[src/design/ccip_types_pkg.sv]
// host channel types: bus widths and the packed receive and transmit structs
`default_nettype none

package ccip_types_pkg;

    // ======================================================================
    // bus widths
    // ======================================================================

    // cache lines are addressed by line index, not by byte
    localparam int LINE_ADDR_W = 32;
    // read data and mmio data share one 64-bit width
    localparam int DATA_W      = 64;
    localparam int TAG_W       = 8;
    localparam int MMIO_ADDR_W = 16;

    // ======================================================================
    // channel structs
    // ======================================================================

    // host to afu direction
    // mmio requests and read responses have no back-pressure, so they carry
    // valid only; req_ready is the one flow-control signal toward the afu
    typedef struct packed {
        logic                   mmio_valid;
        logic                   mmio_write;
        logic [MMIO_ADDR_W-1:0] mmio_addr;
        logic [DATA_W-1:0]      mmio_data;
        logic                   req_ready;
        logic                   rsp_valid;
        logic [TAG_W-1:0]       rsp_tag;
        logic [DATA_W-1:0]      rsp_data;
    } host_rx_t;

    // afu to host direction
    // the line read request uses a valid/ready handshake with req_ready above
    typedef struct packed {
        logic                   req_valid;
        logic [LINE_ADDR_W-1:0] req_addr;
        logic [TAG_W-1:0]       req_tag;
        logic                   mmio_rsp_valid;
        logic [DATA_W-1:0]      mmio_rsp_data;
    } host_tx_t;

endpackage

`default_nettype wire

[src/design/afu_csr_pkg.sv]
// afu register map: csr addresses, the write data decode union and run structs
`default_nettype none

package afu_csr_pkg;

    // ======================================================================
    // register map
    // ======================================================================

    localparam logic [ccip_types_pkg::MMIO_ADDR_W-1:0] CSR_CMD      = 16'h0000;
    localparam logic [ccip_types_pkg::MMIO_ADDR_W-1:0] CSR_LIMIT    = 16'h0008;
    localparam logic [ccip_types_pkg::MMIO_ADDR_W-1:0] CSR_STATUS   = 16'h0010;
    localparam logic [ccip_types_pkg::MMIO_ADDR_W-1:0] CSR_CHECKSUM = 16'h0018;

    // largest active-line limit the host may program
    localparam int MAX_ACTIVE = 64;
    // one spare bit so the limit register can hold MAX_ACTIVE itself
    localparam int LIMIT_W    = $clog2(MAX_ACTIVE) + 1;
    // width of a line count for one run
    localparam int CNT_W      = 16;

    // ======================================================================
    // mmio write data decode
    // ======================================================================

    // command word: base in the upper half, start in bit 0
    typedef struct packed {
        logic [ccip_types_pkg::LINE_ADDR_W-1:0] base;
        logic [CNT_W-1:0]                       count;
        logic [14:0]                            pad;
        logic                                   start;
    } cmd_word_t;

    // limit word: the active limit sits in the low bits
    typedef struct packed {
        logic [ccip_types_pkg::DATA_W-LIMIT_W-1:0] pad;
        logic [LIMIT_W-1:0]                        active_limit;
    } limit_word_t;

    // the same 64-bit write data, read as a command or as a limit
    typedef union packed {
        cmd_word_t   cmd;
        limit_word_t limit;
    } csr_word_u;

    // start pulse with the run parameters, from decode to the engines
    typedef struct packed {
        logic                                   start;
        logic [ccip_types_pkg::LINE_ADDR_W-1:0] base;
        logic [CNT_W-1:0]                       count;
    } run_cmd_t;

    // run result, from the accumulator back to the register block
    typedef struct packed {
        logic                              done;
        logic [CNT_W-1:0]                  rsp_count;
        logic [ccip_types_pkg::DATA_W-1:0] checksum;
    } run_status_t;

endpackage

`default_nettype wire

[src/design/active_line_tracker.sv]
// active line tracker: counts outstanding reads and forces almost-full at the limit
`timescale 1ns/1ps
`default_nettype none

module active_line_tracker
(
    input  wire logic                               afu_clk,
    input  wire logic                               rst_n,
    input  wire logic                               req_fire,
    input  wire logic                               rsp_valid,
    input  wire logic [afu_csr_pkg::LIMIT_W-1:0]    active_limit,
    output logic                                    almost_full
);
    import afu_csr_pkg::*;

    // counter wide enough to hold MAX_ACTIVE, saturating at both ends
    logic [LIMIT_W-1:0] active_q;

    // a request and a response in the same cycle cancel out
    always_ff @(posedge afu_clk or negedge rst_n)
    begin
        if (!rst_n)
        begin
            active_q <= '0;
        end
        else
        begin
            case ({req_fire, rsp_valid})
                2'b10:
                begin
                    if (active_q != '1)
                    begin
                        active_q <= active_q + 1'b1;
                    end
                end
                2'b01:
                begin
                    if (active_q != '0)
                    begin
                        active_q <= active_q - 1'b1;
                    end
                end
                default:
                begin
                    active_q <= active_q;
                end
            endcase
        end
    end

    // from the registered count, so a transfer is felt one cycle later
    // and the host may briefly see one line above the limit
    assign almost_full = (active_q >= active_limit);

endmodule

`default_nettype wire

[src/design/afu_shell.sv]
// afu top level: registers power and error, then joins the csr, read and sum paths
`timescale 1ns/1ps
`default_nettype none

module afu_shell
(
    input  wire logic                       afu_clk,
    input  wire logic                       rst_n,
    input  wire logic [1:0]                 pwr_state,
    input  wire logic                       error,
    input  wire ccip_types_pkg::host_rx_t   host_rx,
    output ccip_types_pkg::host_tx_t        host_tx
);
    import ccip_types_pkg::*;
    import afu_csr_pkg::*;

    // ======================================================================
    // edge registers for the sideband inputs
    // ======================================================================

    logic [1:0] pwr_state_q;
    logic       error_q;

    always_ff @(posedge afu_clk or negedge rst_n)
    begin
        if (!rst_n)
        begin
            pwr_state_q <= 2'b00;
            error_q     <= 1'b0;
        end
        else
        begin
            pwr_state_q <= pwr_state;
            error_q     <= error;
        end
    end

    // ======================================================================
    // blocks
    // ======================================================================

    run_cmd_t               cmd;
    run_status_t            status;
    logic [LIMIT_W-1:0]     active_limit;
    logic                   almost_full;
    logic                   req_fire;
    logic                   req_valid;
    logic [LINE_ADDR_W-1:0] req_addr;
    logic [TAG_W-1:0]       req_tag;
    logic                   mmio_rsp_valid;
    logic [DATA_W-1:0]      mmio_rsp_data;

    csr_decode u_csr_decode
    (
        .afu_clk        (afu_clk),
        .rst_n          (rst_n),
        .host_rx        (host_rx),
        .pwr_state      (pwr_state_q),
        .error          (error_q),
        .status         (status),
        .cmd            (cmd),
        .active_limit   (active_limit),
        .mmio_rsp_valid (mmio_rsp_valid),
        .mmio_rsp_data  (mmio_rsp_data)
    );

    // throttles the engine the way a forced almost-full would
    active_line_tracker u_tracker
    (
        .afu_clk      (afu_clk),
        .rst_n        (rst_n),
        .req_fire     (req_fire),
        .rsp_valid    (host_rx.rsp_valid),
        .active_limit (active_limit),
        .almost_full  (almost_full)
    );

    read_engine u_read_engine
    (
        .afu_clk     (afu_clk),
        .rst_n       (rst_n),
        .cmd         (cmd),
        .almost_full (almost_full),
        .req_ready   (host_rx.req_ready),
        .req_valid   (req_valid),
        .req_addr    (req_addr),
        .req_tag     (req_tag),
        .req_fire    (req_fire)
    );

    rsp_accumulator u_rsp_accumulator
    (
        .afu_clk   (afu_clk),
        .rst_n     (rst_n),
        .cmd       (cmd),
        .rsp_valid (host_rx.rsp_valid),
        .rsp_data  (host_rx.rsp_data),
        .status    (status)
    );

    // rsp_tag is not needed since the sum ignores arrival order
    assign host_tx = '{req_valid:      req_valid,
                       req_addr:       req_addr,
                       req_tag:        req_tag,
                       mmio_rsp_valid: mmio_rsp_valid,
                       mmio_rsp_data:  mmio_rsp_data};

endmodule

`default_nettype wire

[src/design/csr_decode.sv]
// mmio register block: decodes writes into run commands and answers reads
`timescale 1ns/1ps
`default_nettype none

module csr_decode
(
    input  wire logic                                afu_clk,
    input  wire logic                                rst_n,
    input  wire ccip_types_pkg::host_rx_t            host_rx,
    input  wire logic [1:0]                          pwr_state,
    input  wire logic                                error,
    input  wire afu_csr_pkg::run_status_t            status,
    output afu_csr_pkg::run_cmd_t                    cmd,
    output logic [afu_csr_pkg::LIMIT_W-1:0]          active_limit,
    output logic                                     mmio_rsp_valid,
    output logic [ccip_types_pkg::DATA_W-1:0]        mmio_rsp_data
);
    import ccip_types_pkg::*;
    import afu_csr_pkg::*;

    // one view of the write data, decoded per address below
    csr_word_u         wr_word;
    logic              wr_fire;
    logic              rd_fire;

    logic              start_q;
    logic [LINE_ADDR_W-1:0] base_q;
    logic [CNT_W-1:0]  count_q;
    logic [LIMIT_W-1:0] limit_q;
    logic              err_q;
    logic [DATA_W-1:0] rd_data;

    assign wr_word = host_rx.mmio_data;
    assign wr_fire = host_rx.mmio_valid & host_rx.mmio_write;
    assign rd_fire = host_rx.mmio_valid & ~host_rx.mmio_write;

    // ======================================================================
    // write side
    // ======================================================================

    // the start pulse lasts exactly one cycle, the cycle after the write
    always_ff @(posedge afu_clk or negedge rst_n)
    begin
        if (!rst_n)
        begin
            start_q <= 1'b0;
            limit_q <= LIMIT_W'(MAX_ACTIVE);
        end
        else
        begin
            start_q <= wr_fire && (host_rx.mmio_addr == CSR_CMD) && wr_word.cmd.start;
            if (wr_fire && (host_rx.mmio_addr == CSR_LIMIT))
            begin
                limit_q <= wr_word.limit.active_limit;
            end
        end
    end

    // run parameters follow every command write and are sampled on start
    always_ff @(posedge afu_clk)
    begin
        if (wr_fire && (host_rx.mmio_addr == CSR_CMD))
        begin
            base_q  <= wr_word.cmd.base;
            count_q <= wr_word.cmd.count;
        end
    end

    // sticky error, set by the registered error input and cleared by start
    // a new error in the start cycle still wins
    always_ff @(posedge afu_clk or negedge rst_n)
    begin
        if (!rst_n)
        begin
            err_q <= 1'b0;
        end
        else if (error)
        begin
            err_q <= 1'b1;
        end
        else if (start_q)
        begin
            err_q <= 1'b0;
        end
    end

    assign cmd = '{start: start_q, base: base_q, count: count_q};
    assign active_limit = limit_q;

    // ======================================================================
    // read side
    // ======================================================================

    // status packs done, error and power state low and the count in 31:16
    always_comb
    begin
        case (host_rx.mmio_addr)
            CSR_STATUS:   rd_data = {32'b0, status.rsp_count, 12'b0, pwr_state, err_q,
                                     status.done};
            CSR_CHECKSUM: rd_data = status.checksum;
            default:      rd_data = '0;
        endcase
    end

    // the response is always one cycle after the read request
    always_ff @(posedge afu_clk or negedge rst_n)
    begin
        if (!rst_n)
        begin
            mmio_rsp_valid <= 1'b0;
        end
        else
        begin
            mmio_rsp_valid <= rd_fire;
        end
    end

    always_ff @(posedge afu_clk)
    begin
        if (rd_fire)
        begin
            mmio_rsp_data <= rd_data;
        end
    end

endmodule

`default_nettype wire

[src/design/read_engine.sv]
// read engine: walks the programmed line range and issues tagged read requests
`timescale 1ns/1ps
`default_nettype none

module read_engine
(
    input  wire logic                                   afu_clk,
    input  wire logic                                   rst_n,
    input  wire afu_csr_pkg::run_cmd_t                  cmd,
    input  wire logic                                   almost_full,
    input  wire logic                                   req_ready,
    output logic                                        req_valid,
    output logic [ccip_types_pkg::LINE_ADDR_W-1:0]      req_addr,
    output logic [ccip_types_pkg::TAG_W-1:0]            req_tag,
    output logic                                        req_fire
);
    import ccip_types_pkg::*;
    import afu_csr_pkg::*;

    logic                   valid_q;
    logic [CNT_W-1:0]       remain_q;
    logic [CNT_W-1:0]       remain_next;
    logic [LINE_ADDR_W-1:0] addr_q;
    // tag is the low bits of the request index
    logic [TAG_W-1:0]       tag_q;

    assign req_fire    = valid_q & req_ready;
    assign remain_next = req_fire ? remain_q - 1'b1 : remain_q;

    // ======================================================================
    // handshake control
    // ======================================================================

    // valid only changes when idle or on a transfer, so a request that is
    // up stays up under back-pressure even if almost_full rises meanwhile
    always_ff @(posedge afu_clk or negedge rst_n)
    begin
        if (!rst_n)
        begin
            valid_q  <= 1'b0;
            remain_q <= '0;
        end
        else if (cmd.start)
        begin
            valid_q  <= 1'b0;
            remain_q <= cmd.count;
        end
        else
        begin
            remain_q <= remain_next;
            if (!valid_q || req_fire)
            begin
                valid_q <= (remain_next != '0) && !almost_full;
            end
        end
    end

    // address and tag advance only on a transfer
    always_ff @(posedge afu_clk)
    begin
        if (cmd.start)
        begin
            addr_q <= cmd.base;
            tag_q  <= '0;
        end
        else if (req_fire)
        begin
            addr_q <= addr_q + 1'b1;
            tag_q  <= tag_q + 1'b1;
        end
    end

    assign req_valid = valid_q;
    assign req_addr  = addr_q;
    assign req_tag   = tag_q;

endmodule

`default_nettype wire

[src/design/rsp_accumulator.sv]
// response accumulator: sums returned read data and flags the end of a run
`timescale 1ns/1ps
`default_nettype none

module rsp_accumulator
(
    input  wire logic                               afu_clk,
    input  wire logic                               rst_n,
    input  wire afu_csr_pkg::run_cmd_t              cmd,
    input  wire logic                               rsp_valid,
    input  wire logic [ccip_types_pkg::DATA_W-1:0]  rsp_data,
    output afu_csr_pkg::run_status_t                status
);
    import ccip_types_pkg::*;
    import afu_csr_pkg::*;

    logic              done_q;
    logic [CNT_W-1:0]  count_q;
    logic [CNT_W-1:0]  target_q;
    logic [DATA_W-1:0] sum_q;

    // addition is order independent, so out-of-order return needs no tags
    // the sum wraps modulo 2**64
    always_ff @(posedge afu_clk or negedge rst_n)
    begin
        if (!rst_n)
        begin
            done_q   <= 1'b0;
            count_q  <= '0;
            target_q <= '0;
            sum_q    <= '0;
        end
        else if (cmd.start)
        begin
            done_q   <= 1'b0;
            count_q  <= '0;
            target_q <= cmd.count;
            sum_q    <= '0;
        end
        else if (rsp_valid)
        begin
            count_q <= count_q + 1'b1;
            sum_q   <= sum_q + rsp_data;
            // done rises the cycle after the last response and holds
            if (count_q + 1'b1 == target_q)
            begin
                done_q <= 1'b1;
            end
        end
    end

    assign status = '{done: done_q, rsp_count: count_q, checksum: sum_q};

endmodule

`default_nettype wire

[config.mk]
export PLATFORM = sky130hd
export DESIGN_NAME = afu_shell
export DESIGN_NICKNAME = d
export VERILOG_FILES = /design/src/design/ccip_types_pkg.sv /design/src/design/afu_csr_pkg.sv /design/src/design/active_line_tracker.sv /design/src/design/afu_shell.sv /design/src/design/csr_decode.sv /design/src/design/read_engine.sv /design/src/design/rsp_accumulator.sv
export SDC_FILE = /design/constraint.sdc
export NUM_CORES = 1
export LEC_CHECK = 0
export BUFFER_PORTS_ARGS = -buffer_cell sky130_fd_sc_hd__clkbuf_2
export CAP_MARGIN = 20
export CORE_UTILIZATION = 50
export DETAILED_ROUTE_END_ITERATION = 10
export HOLD_SLACK_MARGIN = 0.02
export PLACE_DENSITY_LB_ADDON = 0.3
export SYNTH_ARGS = -nofsm -noshare
export SYNTH_HDL_FRONTEND = slang
export SYNTH_SLANG_ARGS = --single-unit
[constraint.sdc]
create_clock -name afu_clk -period 4.7 [get_ports afu_clk]
set_clock_uncertainty 0.05 [all_clocks]
set_input_delay 0.94 -clock afu_clk [delete_from_list [all_inputs] [get_ports afu_clk]]
set_output_delay 0.94 -clock afu_clk [all_outputs]
set_load 0.01 [all_outputs]
==> reports/metrics.cfg, run 1 <==
[run_status]
status = complete, no violations

[synthesis]
synthDominantCellAreaShare_pct = 26.6
synth_edf_count = 144
syn_avg_cell_area_um2 = 10.1
ys.warnings.count = 0
synth_area_leader_cell = edfxtp_1
synthDistinctLibCells = 83
synthCells = 1607
ys.flop_type = edfxtp_1
synth-seq-cells = 286
postSynthNetCount = 1851
async_reset_ff_share_pct = 46.9
seq_area_frac_synth_pct = 48.3
synth_area_um2 = 16200
yosys-top-cells-area = edfxtp_1 27%, dfrtp_1 20%, ha_1 6.2%, xor2_1 4.4%, mux2i_1 3.9%

[worst_setup_path]
startpoint_type = input pin
critPathRequiredTime_ns = 5.04
worstPathArrival_ns = 4.39
cp_max_fo = 3
max_stage_delay_ns = 0.49
crit_type = input pin to flip-flop
cp-end-kind = flip-flop
path_cells = clkbuf_2 > ha_1 > inv_1 > fa_1 > and2b_2 > o2111ai_2 > a2111oi_4 > nor2_2 > o41ai_4 > o21ai_1 > o311ai_2 > buf_4 > a21oi_1 > o21ai_0 > o41a_1 > o311ai_1
slowest_stage = a2111oi_4

[clock_tree]
htree_levels = 1
cts_buffers = 30
clock_latency_ns = 0.55
cts_hold_buf = 0
cts_tree = built
cts_resized = 0
clkTransAtPathRegs_ns = 0.06
clkSinkCount = 286
cts_setup_buffers = 0
cts_buffer_depth = 3
root_buffer = clkbuf_16

[grt]
track_usage_pct = 22.5
grt_pass1_vias = 12100
overflow = 0
grt_max_degree = 95
grt_pass1_wl_um = 60600
antenna_found_initial = 0

[finish]
fin_util_pct = 59.1
n_fill_cell = 2726
area_growth_pct = 15.5
n_antenna_cell = 0
final_nets = 2070
final_cell_area_um2 = 18800
layout_common_cells = 247 x clkbuf_2, 152 x nand2_1, 152 x nor2_1
drive_gt1_share_pct = 19.0
final_common_cell = clkbuf_2
final_cell_count_no_fill = 2252

[die]
die_width_um = 182
start_util_pct = 51.2
coreArea_um2 = 31700
dieArea_um2 = 33200
fp.dieH_um = 182
rows = 65
io_pins = 267

[place]
port_buffers = 249
dpl_cell_area_um2 = 17800
routabilityCongestion = 0.938
place_ws_ns = 0.135
place_inst = 2196
hpwlAfterDp_um = 26800

[timing]
holdWs_ns = 0.301
layout_min_cycle_time_ns = 4.06
setup_slack_ns = 0.642
rsz0062_at_grt = no
hold_viol = 0
fmax_mhz = 246
max_slew_margin_pct = 40.6
min_period_over_period_pct = 86.3
slew_viol_final = 0
setup_violations = 0
fin_setup_tns_ns = 0
worst_slew_pin_slew_ns = 0.890

[job]
drv_cap = 0

[min_path]
min_path_type = input pin to asynchronous set/reset pin

[power_and_ir_drop]
power_mw = 10.1
pwr_density_cell_nw_per_um2 = 538
power_frac_comb_pct = 41.8
switching_share_pct = 37.6
power_frac_seq_pct = 35.3
p_sw_mw = 3.79
vdd_drop_max_mv = 0.289
p_leak_nw = 8.17
p_clk_share_pct = 23.0
p_int_mw = 6.29

[drt]
vias = 12400
wl_per_cell_um = 16.5
finalWirelength_um = 37200
drt_iter0_drc = 700
post_drt_via_cell_ratio = 5.50
dr.pass1.iters = 5
drc = 0
final_antenna_net_count = 0

-- synthesized netlist by cell type, drive strengths merged (8+ instances only) --
library cell,n
edfxtp,144
nand2,152
nor2,154
nor2b,14
o211ai,9
or3,11
inv,62
and3,24
ha,81
nand2b,10
o21ai,116
xor2,82
a211oi,8
nand3,40
and2,49
nor3,25
xnor2,70
o21bai,14
a21o,35
dfrtp,133
nor4,14
a21oi,90
mux2i,63
dfxtp,8
clkbuf,49
a31oi,14
buf,33
nand4,33
-- cell type report --
cell class | instances | area [um^2] | share of cell area, %
Sequential cell | 286 | 7840 | 41.8
Multi-Input combinational cell | 1177 | 7810 | 41.6
Timing Repair Buffer | 269 | 1410 | 7.49
Clock buffer | 45 | 878 | 4.68
Tap cell | 402 | 503 | 2.68
Inverter | 62 | 233 | 1.24
Clock inverter | 11 | 82.6 | 0.440
-- worst max-delay path: cells and delay by family --
family / cells / cell delay (ns)
fa+ha+maj: 2 / 0.64
compound gates: 9 / 2.06
simple gates: 2 / 0.36
buf+inv: 3 / 0.38
-- flip-flops by register name (all words and copies together), names as in the netlist --
signal,cells
u_csr_decode.mmio_rsp_data,64
u_read_engine.remain_q,16
u_read_engine.req_addr,32
u_csr_decode.count_q,16
u_csr_decode.base_q,32
u_csr_decode.err_q,1
u_rsp_accumulator.sum_q,64
u_read_engine.req_valid,1
u_read_engine.req_tag,8
pwr_state_q,2
u_rsp_accumulator.done_q,1
error_q,1
u_csr_decode.start_q,1
u_csr_decode.active_limit,7
u_tracker.active_q,7
u_rsp_accumulator.target_q,16
u_rsp_accumulator.count_q,16
u_csr_decode.mmio_rsp_valid,1
-- cells by family after synthesis --
logic type	after synthesis	share of synthesized area [%]
buffers and inverters	144	3.81
adder cells (fa/ha/maj)	83	6.49
multiplexers	67	4.16
AO/OA/AOI/OAI	335	13.2
XOR/XNOR	152	8.20
flip-flops	286	48.3
AND/OR/NAND/NOR	540	15.9
-- routing by layer --
| metal | global-route usage, % | part of all wire, % |
|---|---|---|
| met4 | 5.88 | 2.2 |
| met5 | 0 | 0 |
| met1 | 30.0 | 46 |
| met2 | 38.1 | 47 |
| met3 | 3.61 | 5.1 |
-- path summary, 6_finish.rpt --
check / start / endpoint / slack (ns) / cells past startpoint
min in group afu_clk: error_q / u_csr_decode.err_q / 0.38 / 1
worst max register to register: u_rsp_accumulator.sum_q[0] / u_rsp_accumulator.sum_q[56] / 0.80 / 15
worst min register to register: error_q / u_csr_decode.err_q / 0.38 / 1
worst max-delay path: host_rx[0] / u_rsp_accumulator.sum_q[56] / 0.64 / 16
max in group asynchronous: rst_n / u_rsp_accumulator.target_q[14] / 3.25 / 2
worst min-delay path: rst_n / u_read_engine.req_valid / 0.30 / 1
-- power groups by stage --
stage          registers, mW  clock network [mW]  logic, mW
2_1_floorplan           3.47                   0       3.34
3_3_place_gp            3.58                   0       4.05
3_5_place_dp            3.60                   0       4.15
4_1_cts                 3.56                2.37       4.19
5_1_grt                 3.63                2.47       4.74
6_report                3.56                2.31       4.21
No activity file was read; power rests on OpenSTA's default activity.
==> run 2, diff against run 1 <==
CORE_ASPECT_RATIO = 0.6   (was unset)
SETUP_SLACK_MARGIN = 0.3   (was unset)
==> reports/metrics.cfg, run 2 (synthesis gave the netlist of run 1 again) <==
[run_status]
status = complete, no violations

[finish]
final_nets = 2068  ; -0.097%
area_growth_pct = 15.6  ; about the same
reg_top3 = u_csr_decode.mmio_rsp_data: 64 flops, u_rsp_accumulator.sum_q: 64 flops
final_common_cell = clkbuf_2
final_cell_area_um2 = 18800  ; about the same
layout_common_cells = 247 x clkbuf_2, 152 x nand2_1, 152 x nor2_1
n_antenna_cell = 0  ; unchanged
fin_util_pct = 59.5  ; +0.38 points
drive_gt1_share_pct = 19.2  ; +0.20 points

[timing]
fin_setup_tns_ns = 0  ; unchanged
holdWs_ns = 0.395  ; +0.0939 ns
max_slew_margin_pct = 32.0  ; -8.6 points
rsz0062_at_grt = no
min_period_over_period_pct = 87.7  ; +1.3 points
worst_slew_pin_slew_ns = 1.02  ; +0.128 ns
slew_viol_final = 0  ; unchanged
layout_min_cycle_time_ns = 4.12  ; +0.0627 ns
fmax_mhz = 243  ; -1.5%
hold_viol = 0  ; unchanged
setup_violations = 0  ; unchanged

[min_path]
min_to = u_csr_decode.err_q
min_path_type = flip-flop to flip-flop
whs_path_depth = 1
worstHoldStart = error_q

[clock_tree]
cts_hold_buf = 0  ; unchanged
cts_resized = 0  ; unchanged
clkSinkCount = 286  ; unchanged
htree_levels = 1  ; unchanged
cts_tree = built
cts_buffers = 29  ; -3.3%
root_buffer = clkbuf_16
cts_setup_buffers = 0  ; unchanged
cts_buffer_depth = 3  ; unchanged
clock_latency_ns = 0.56  ; about the same
clkTransAtPathRegs_ns = 0.07  ; about the same

[die]
fp.dieH_um = 142  ; -22%
dieArea_um2 = 33200  ; about the same
die_width_um = 235  ; +29%
start_util_pct = 51.5  ; +0.30 points
io_pins = 267  ; unchanged
rows = 50  ; -23%
coreArea_um2 = 31500  ; -0.59%

[grt]
grt_pass1_vias = 12200  ; +1.2%
antenna_found_initial = 1  ; +1
grt_pass1_wl_um = 65400  ; +7.8%
overflow = 0  ; unchanged
grt_max_degree = 88  ; -7.4%
track_usage_pct = 24.7  ; +2.2 points

[worst_setup_path]
r2r-start = u_rsp_accumulator.sum_q[0]
r2r_cells = 14  ; -1
critPathRequiredTime_ns = 5.06  ; +0.02 ns
rrSetupSlack_ns = 0.58  ; -0.22 ns
startpoint_type = flip-flop
worstPathArrival_ns = 4.48  ; +0.09 ns
cp-end-kind = flip-flop
crit_type = flip-flop to flip-flop
cp_max_fo = 3  ; unchanged
reg2reg_to = u_rsp_accumulator.sum_q[56]

[place]
hpwlAfterDp_um = 29500  ; +10%
port_buffers = 249  ; unchanged
routabilityCongestion = 0.950  ; +1.3%
dpl_cell_area_um2 = 17800  ; about the same

[power_and_ir_drop]
pwr_density_cell_nw_per_um2 = 544  ; +1.2%
vdd_drop_max_mv = 0.329  ; +14%
p_leak_nw = 8.18  ; about the same

[job]
drv_cap = 0  ; unchanged

[drt]
dr.pass1.iters = 7  ; +2
finalWirelength_um = 41000  ; +10%
wl_met1_um = 20000  ; +17%
wl_per_cell_um = 18.1  ; +9.7%
dr.max_layer_used = met5
final_antenna_net_count = 0  ; unchanged
met3RoutedLength_um = 2620  ; +38%
post_drt_via_cell_ratio = 5.65  ; +2.8%
vias = 12800  ; +3.3%
drc = 0  ; unchanged
drt_iter0_drc = 1037  ; +48%
dr_wl_met2_um = 17500  ; +0.19%

-- run 2: cell count changes in the layout (fill, tap and decap cells not counted), sizes merged --
cell      previous run  this run
buf                 22        21
bufinv               1         3
clkbuf             292       283
clkinv               7        10
clkinvlp             3         2
inv                 62        64
-- run 2: worst max-delay path, cell delays in order, from the launching register on --
cell	delay, ns
dfrtp_1	0.44
ha_1	0.28
inv_1	0.08
fa_1	0.38
and2b_2	0.26
o2111ai_2	0.18
a2111oi_4	0.47
nor2_2	0.13
o41ai_4	0.53
o21ai_1	0.21
o311ai_2	0.38
a21oi_1	0.15
o21ai_0	0.17
o41a_1	0.17
o311ai_1	0.08
-- run 2: metal layers --
layer / track usage (%) / vias up
met2: 37.0 / 440
li1: - / 6137
met3: 3.54 / 57
met4: 6.30 / 2
met5: 0 / -
met1: 37.5 / 6148
-- run 2: worst max-delay path by stage --
stage	start	end	cells past startpoint
2_1_floorplan	host_rx[154]	u_csr_decode.mmio_rsp_data[0]	1
6_report	u_rsp_accumulator.sum_q[0]	u_rsp_accumulator.sum_q[56]	14
5_1_grt	u_rsp_accumulator.sum_q[0]	u_rsp_accumulator.sum_q[56]	14
3_3_place_gp	host_rx[0]	u_rsp_accumulator.sum_q[56]	15
4_1_cts	u_rsp_accumulator.sum_q[0]	u_rsp_accumulator.sum_q[56]	14
3_5_place_dp	host_rx[0]	u_rsp_accumulator.sum_q[56]	15
-- run 2: final cells by class --
class / count / area (um^2)
inverter: 62 / 233
multi-input combinational: 1177 / 7810
sequential: 286 / 7840
fill: 2694 / 12800
clock inverter: 17 / 175
tap: 416 / 520
clock buffer: 36 / 783
timing repair buffer: 268 / 1400
-- run 2: stage by stage --
step	setup WS [ns]	total power, mW	std cells
floorplan	0.326	6.82	1607
global placement	0.116	7.69	2209
detailed placement	0.109	7.79	2209
CTS	0.637	10.2	2262
global route	0.336	10.9	2262
finish	0.580	10.2	2262
-- run 2: power by group --
part | switching [mW] | leakage, nW | total (mW) | internal, mW
logic | 2.44 | 4.69 | 4.28 | 1.84
clock network | 1.02 | 0.472 | 2.37 | 1.35
registers | 0.450 | 3.02 | 3.55 | 3.10
total | 3.91 | 8.18 | 10.2 | 6.30
==> run 3, diff against run 2 <==
RECOVER_POWER = 50   (was unset)
==> reports/metrics.cfg, run 3 (synthesis gave the netlist of run 1 again) <==
[clock_tree]
cts_buffers = 29  ; unchanged
clkSinkCount = 286  ; unchanged
cts_setup_buffers = 0  ; unchanged
htree_levels = 1  ; unchanged
cts_tree = built
cts_resized = 0  ; unchanged
clkTransAtPathRegs_ns = 0.07  ; about the same
clock_latency_ns = 0.56  ; about the same
cts_hold_buf = 0  ; unchanged
root_buffer = clkbuf_16
cts_buffer_depth = 3  ; unchanged

[die]
start_util_pct = 51.5  ; unchanged
rows = 50  ; unchanged
io_pins = 267  ; unchanged
die_width_um = 235  ; unchanged
dieArea_um2 = 33200  ; unchanged
coreArea_um2 = 31500  ; unchanged
fp.dieH_um = 142  ; unchanged

[place]
place_ws_ns = 0.109  ; unchanged
port_buffers = 249  ; unchanged
hpwlAfterDp_um = 29500  ; unchanged
routabilityCongestion = 0.950  ; unchanged

[power_and_ir_drop]
vdd_drop_max_mv = 0.327  ; -0.67%
p_leak_nw = 8.05  ; -1.6%
power_mw = 10.2  ; about the same
pwr_density_cell_nw_per_um2 = 547  ; +0.48%

[grt]
grt_pass1_wl_um = 65400  ; unchanged
grt_max_degree = 88  ; unchanged
track_usage_pct = 24.7  ; unchanged
overflow = 0  ; unchanged
antenna_found_initial = 1  ; unchanged
grt_pass1_vias = 12200  ; unchanged

[timing]
holdWs_ns = 0.395  ; -0.000287 ns
layout_min_cycle_time_ns = 4.17  ; +0.0475 ns
max_slew_margin_pct = -55.6  ; -88 points
worst_slew_pin_slew_ns = 2.33  ; +1.32 ns
setup_slack_ns = 0.532  ; -0.0475 ns
fmax_mhz = 240  ; -1.1%
min_period_over_period_pct = 88.7  ; +1.0 points
rsz0062_at_grt = no
slew_viol_final = 264  ; +264
fin_setup_tns_ns = 0  ; unchanged
hold_viol = 0  ; unchanged
setup_violations = 0  ; unchanged

[worst_setup_path]
startpoint_type = flip-flop
cp_max_fo = 3  ; unchanged
worstPathArrival_ns = 4.50  ; +0.02 ns
cp-end-kind = flip-flop
crit_type = flip-flop to flip-flop
critPathRequiredTime_ns = 5.03  ; -0.03 ns

[finish]
reg_top3 = u_csr_decode.mmio_rsp_data: 64 flops, u_rsp_accumulator.sum_q: 64 flops
seq_area_um2 = 7840  ; about the same
final_nets = 2068  ; unchanged
layout_common_cells = 215 x clkbuf_2, 152 x nand2_1, 152 x nor2_1
n_fill_cell = 2724  ; +1.1%
multiInputGateArea_um2 = 7800  ; about the same
drive_gt1_share_pct = 16.8  ; -2.3 points
n_antenna_cell = 0  ; unchanged
area_growth_pct = 15.0
final_common_cell = clkbuf_2

[run_status]
violations = capacitance limit, slew limit
status = finished with violations

[drt]
vias = 12800  ; +0.10%
wl_per_cell_um = 18.1  ; unchanged
drt_iter0_drc = 1007  ; -2.9%
final_antenna_net_count = 0  ; unchanged
post_drt_via_cell_ratio = 5.66  ; +0.10%
finalWirelength_um = 41000  ; unchanged
dr.pass1.iters = 5  ; -2
drc = 0  ; unchanged

[job]
drv_cap = 5  ; +5

[min_path]
min_path_type = flip-flop to flip-flop

-- run 3: changes by cell type in the layout (fill, tap and decap cells not counted), sizes merged --
cell	delta
clkbuf	+8
buf	-8
-- run 3: critical path: stages (launching register included) --
cell and delay [ns]:
dfrtp_1 0.45, ha_1 0.28, inv_1 0.08, fa_1 0.38, and2b_2 0.26, o2111ai_2 0.18, a2111oi_4 0.47, nor2_2 0.12
o41ai_4 0.54, o21ai_1 0.21, o311ai_2 0.38, a21oi_1 0.15, o21ai_0 0.18, o41a_1 0.17, o311ai_1 0.08
-- run 3: layout make-up --
class / count / share of cell area, %
tap: 416 / 2.79
clock buffer: 36 / 4.19
inverter: 62 / 1.25
clock inverter: 17 / 0.938
sequential: 286 / 42.0
multi-input combinational: 1177 / 41.8
timing repair buffer: 268 / 7.09
-- run 3: power by group --
part	internal, mW	switching (mW)
clock network	1.35	1.02
logic	1.84	2.44
registers	3.10	0.452
total	6.29	3.91
-- run 3: worst paths after layout --
kind / startpoint / to / slack, ns / cells past startpoint
max: u_rsp_accumulator.sum_q[0] / u_rsp_accumulator.sum_q[56] / 0.53 / 14
min: error_q / u_csr_decode.err_q / 0.39 / 1
max reg2reg: u_rsp_accumulator.sum_q[0] / u_rsp_accumulator.sum_q[56] / 0.53 / 14
min reg2reg: error_q / u_csr_decode.err_q / 0.39 / 1
max in group asynchronous: rst_n / u_rsp_accumulator.sum_q[5] / 1.15 / 2
min in group asynchronous: rst_n / u_tracker.active_q[3] / 1.03 / 1
-- run 3: routing by layer --
| layer | track usage, % | vias up | wire length (um) |
|---|---|---|---|
| met5 | 0 | - | 7 |
| met4 | 6.30 | 2 | 852 |
| met3 | 3.54 | 55 | 2530 |
| met2 | 37.0 | 411 | 17400 |
| met1 | 37.5 | 6190 | 20200 |
| li1 | - | 6139 | - |
-- run 3: through the flow --
stage               util [%]  instances  cell area [um^2]
floorplan                  -       1607             16300
global placement        56.5       2209             17800
detailed placement      56.5       2209             17800
finish                  59.2       2262             18700
global route            59.2       2262             18700
CTS                     59.5       2262             18800
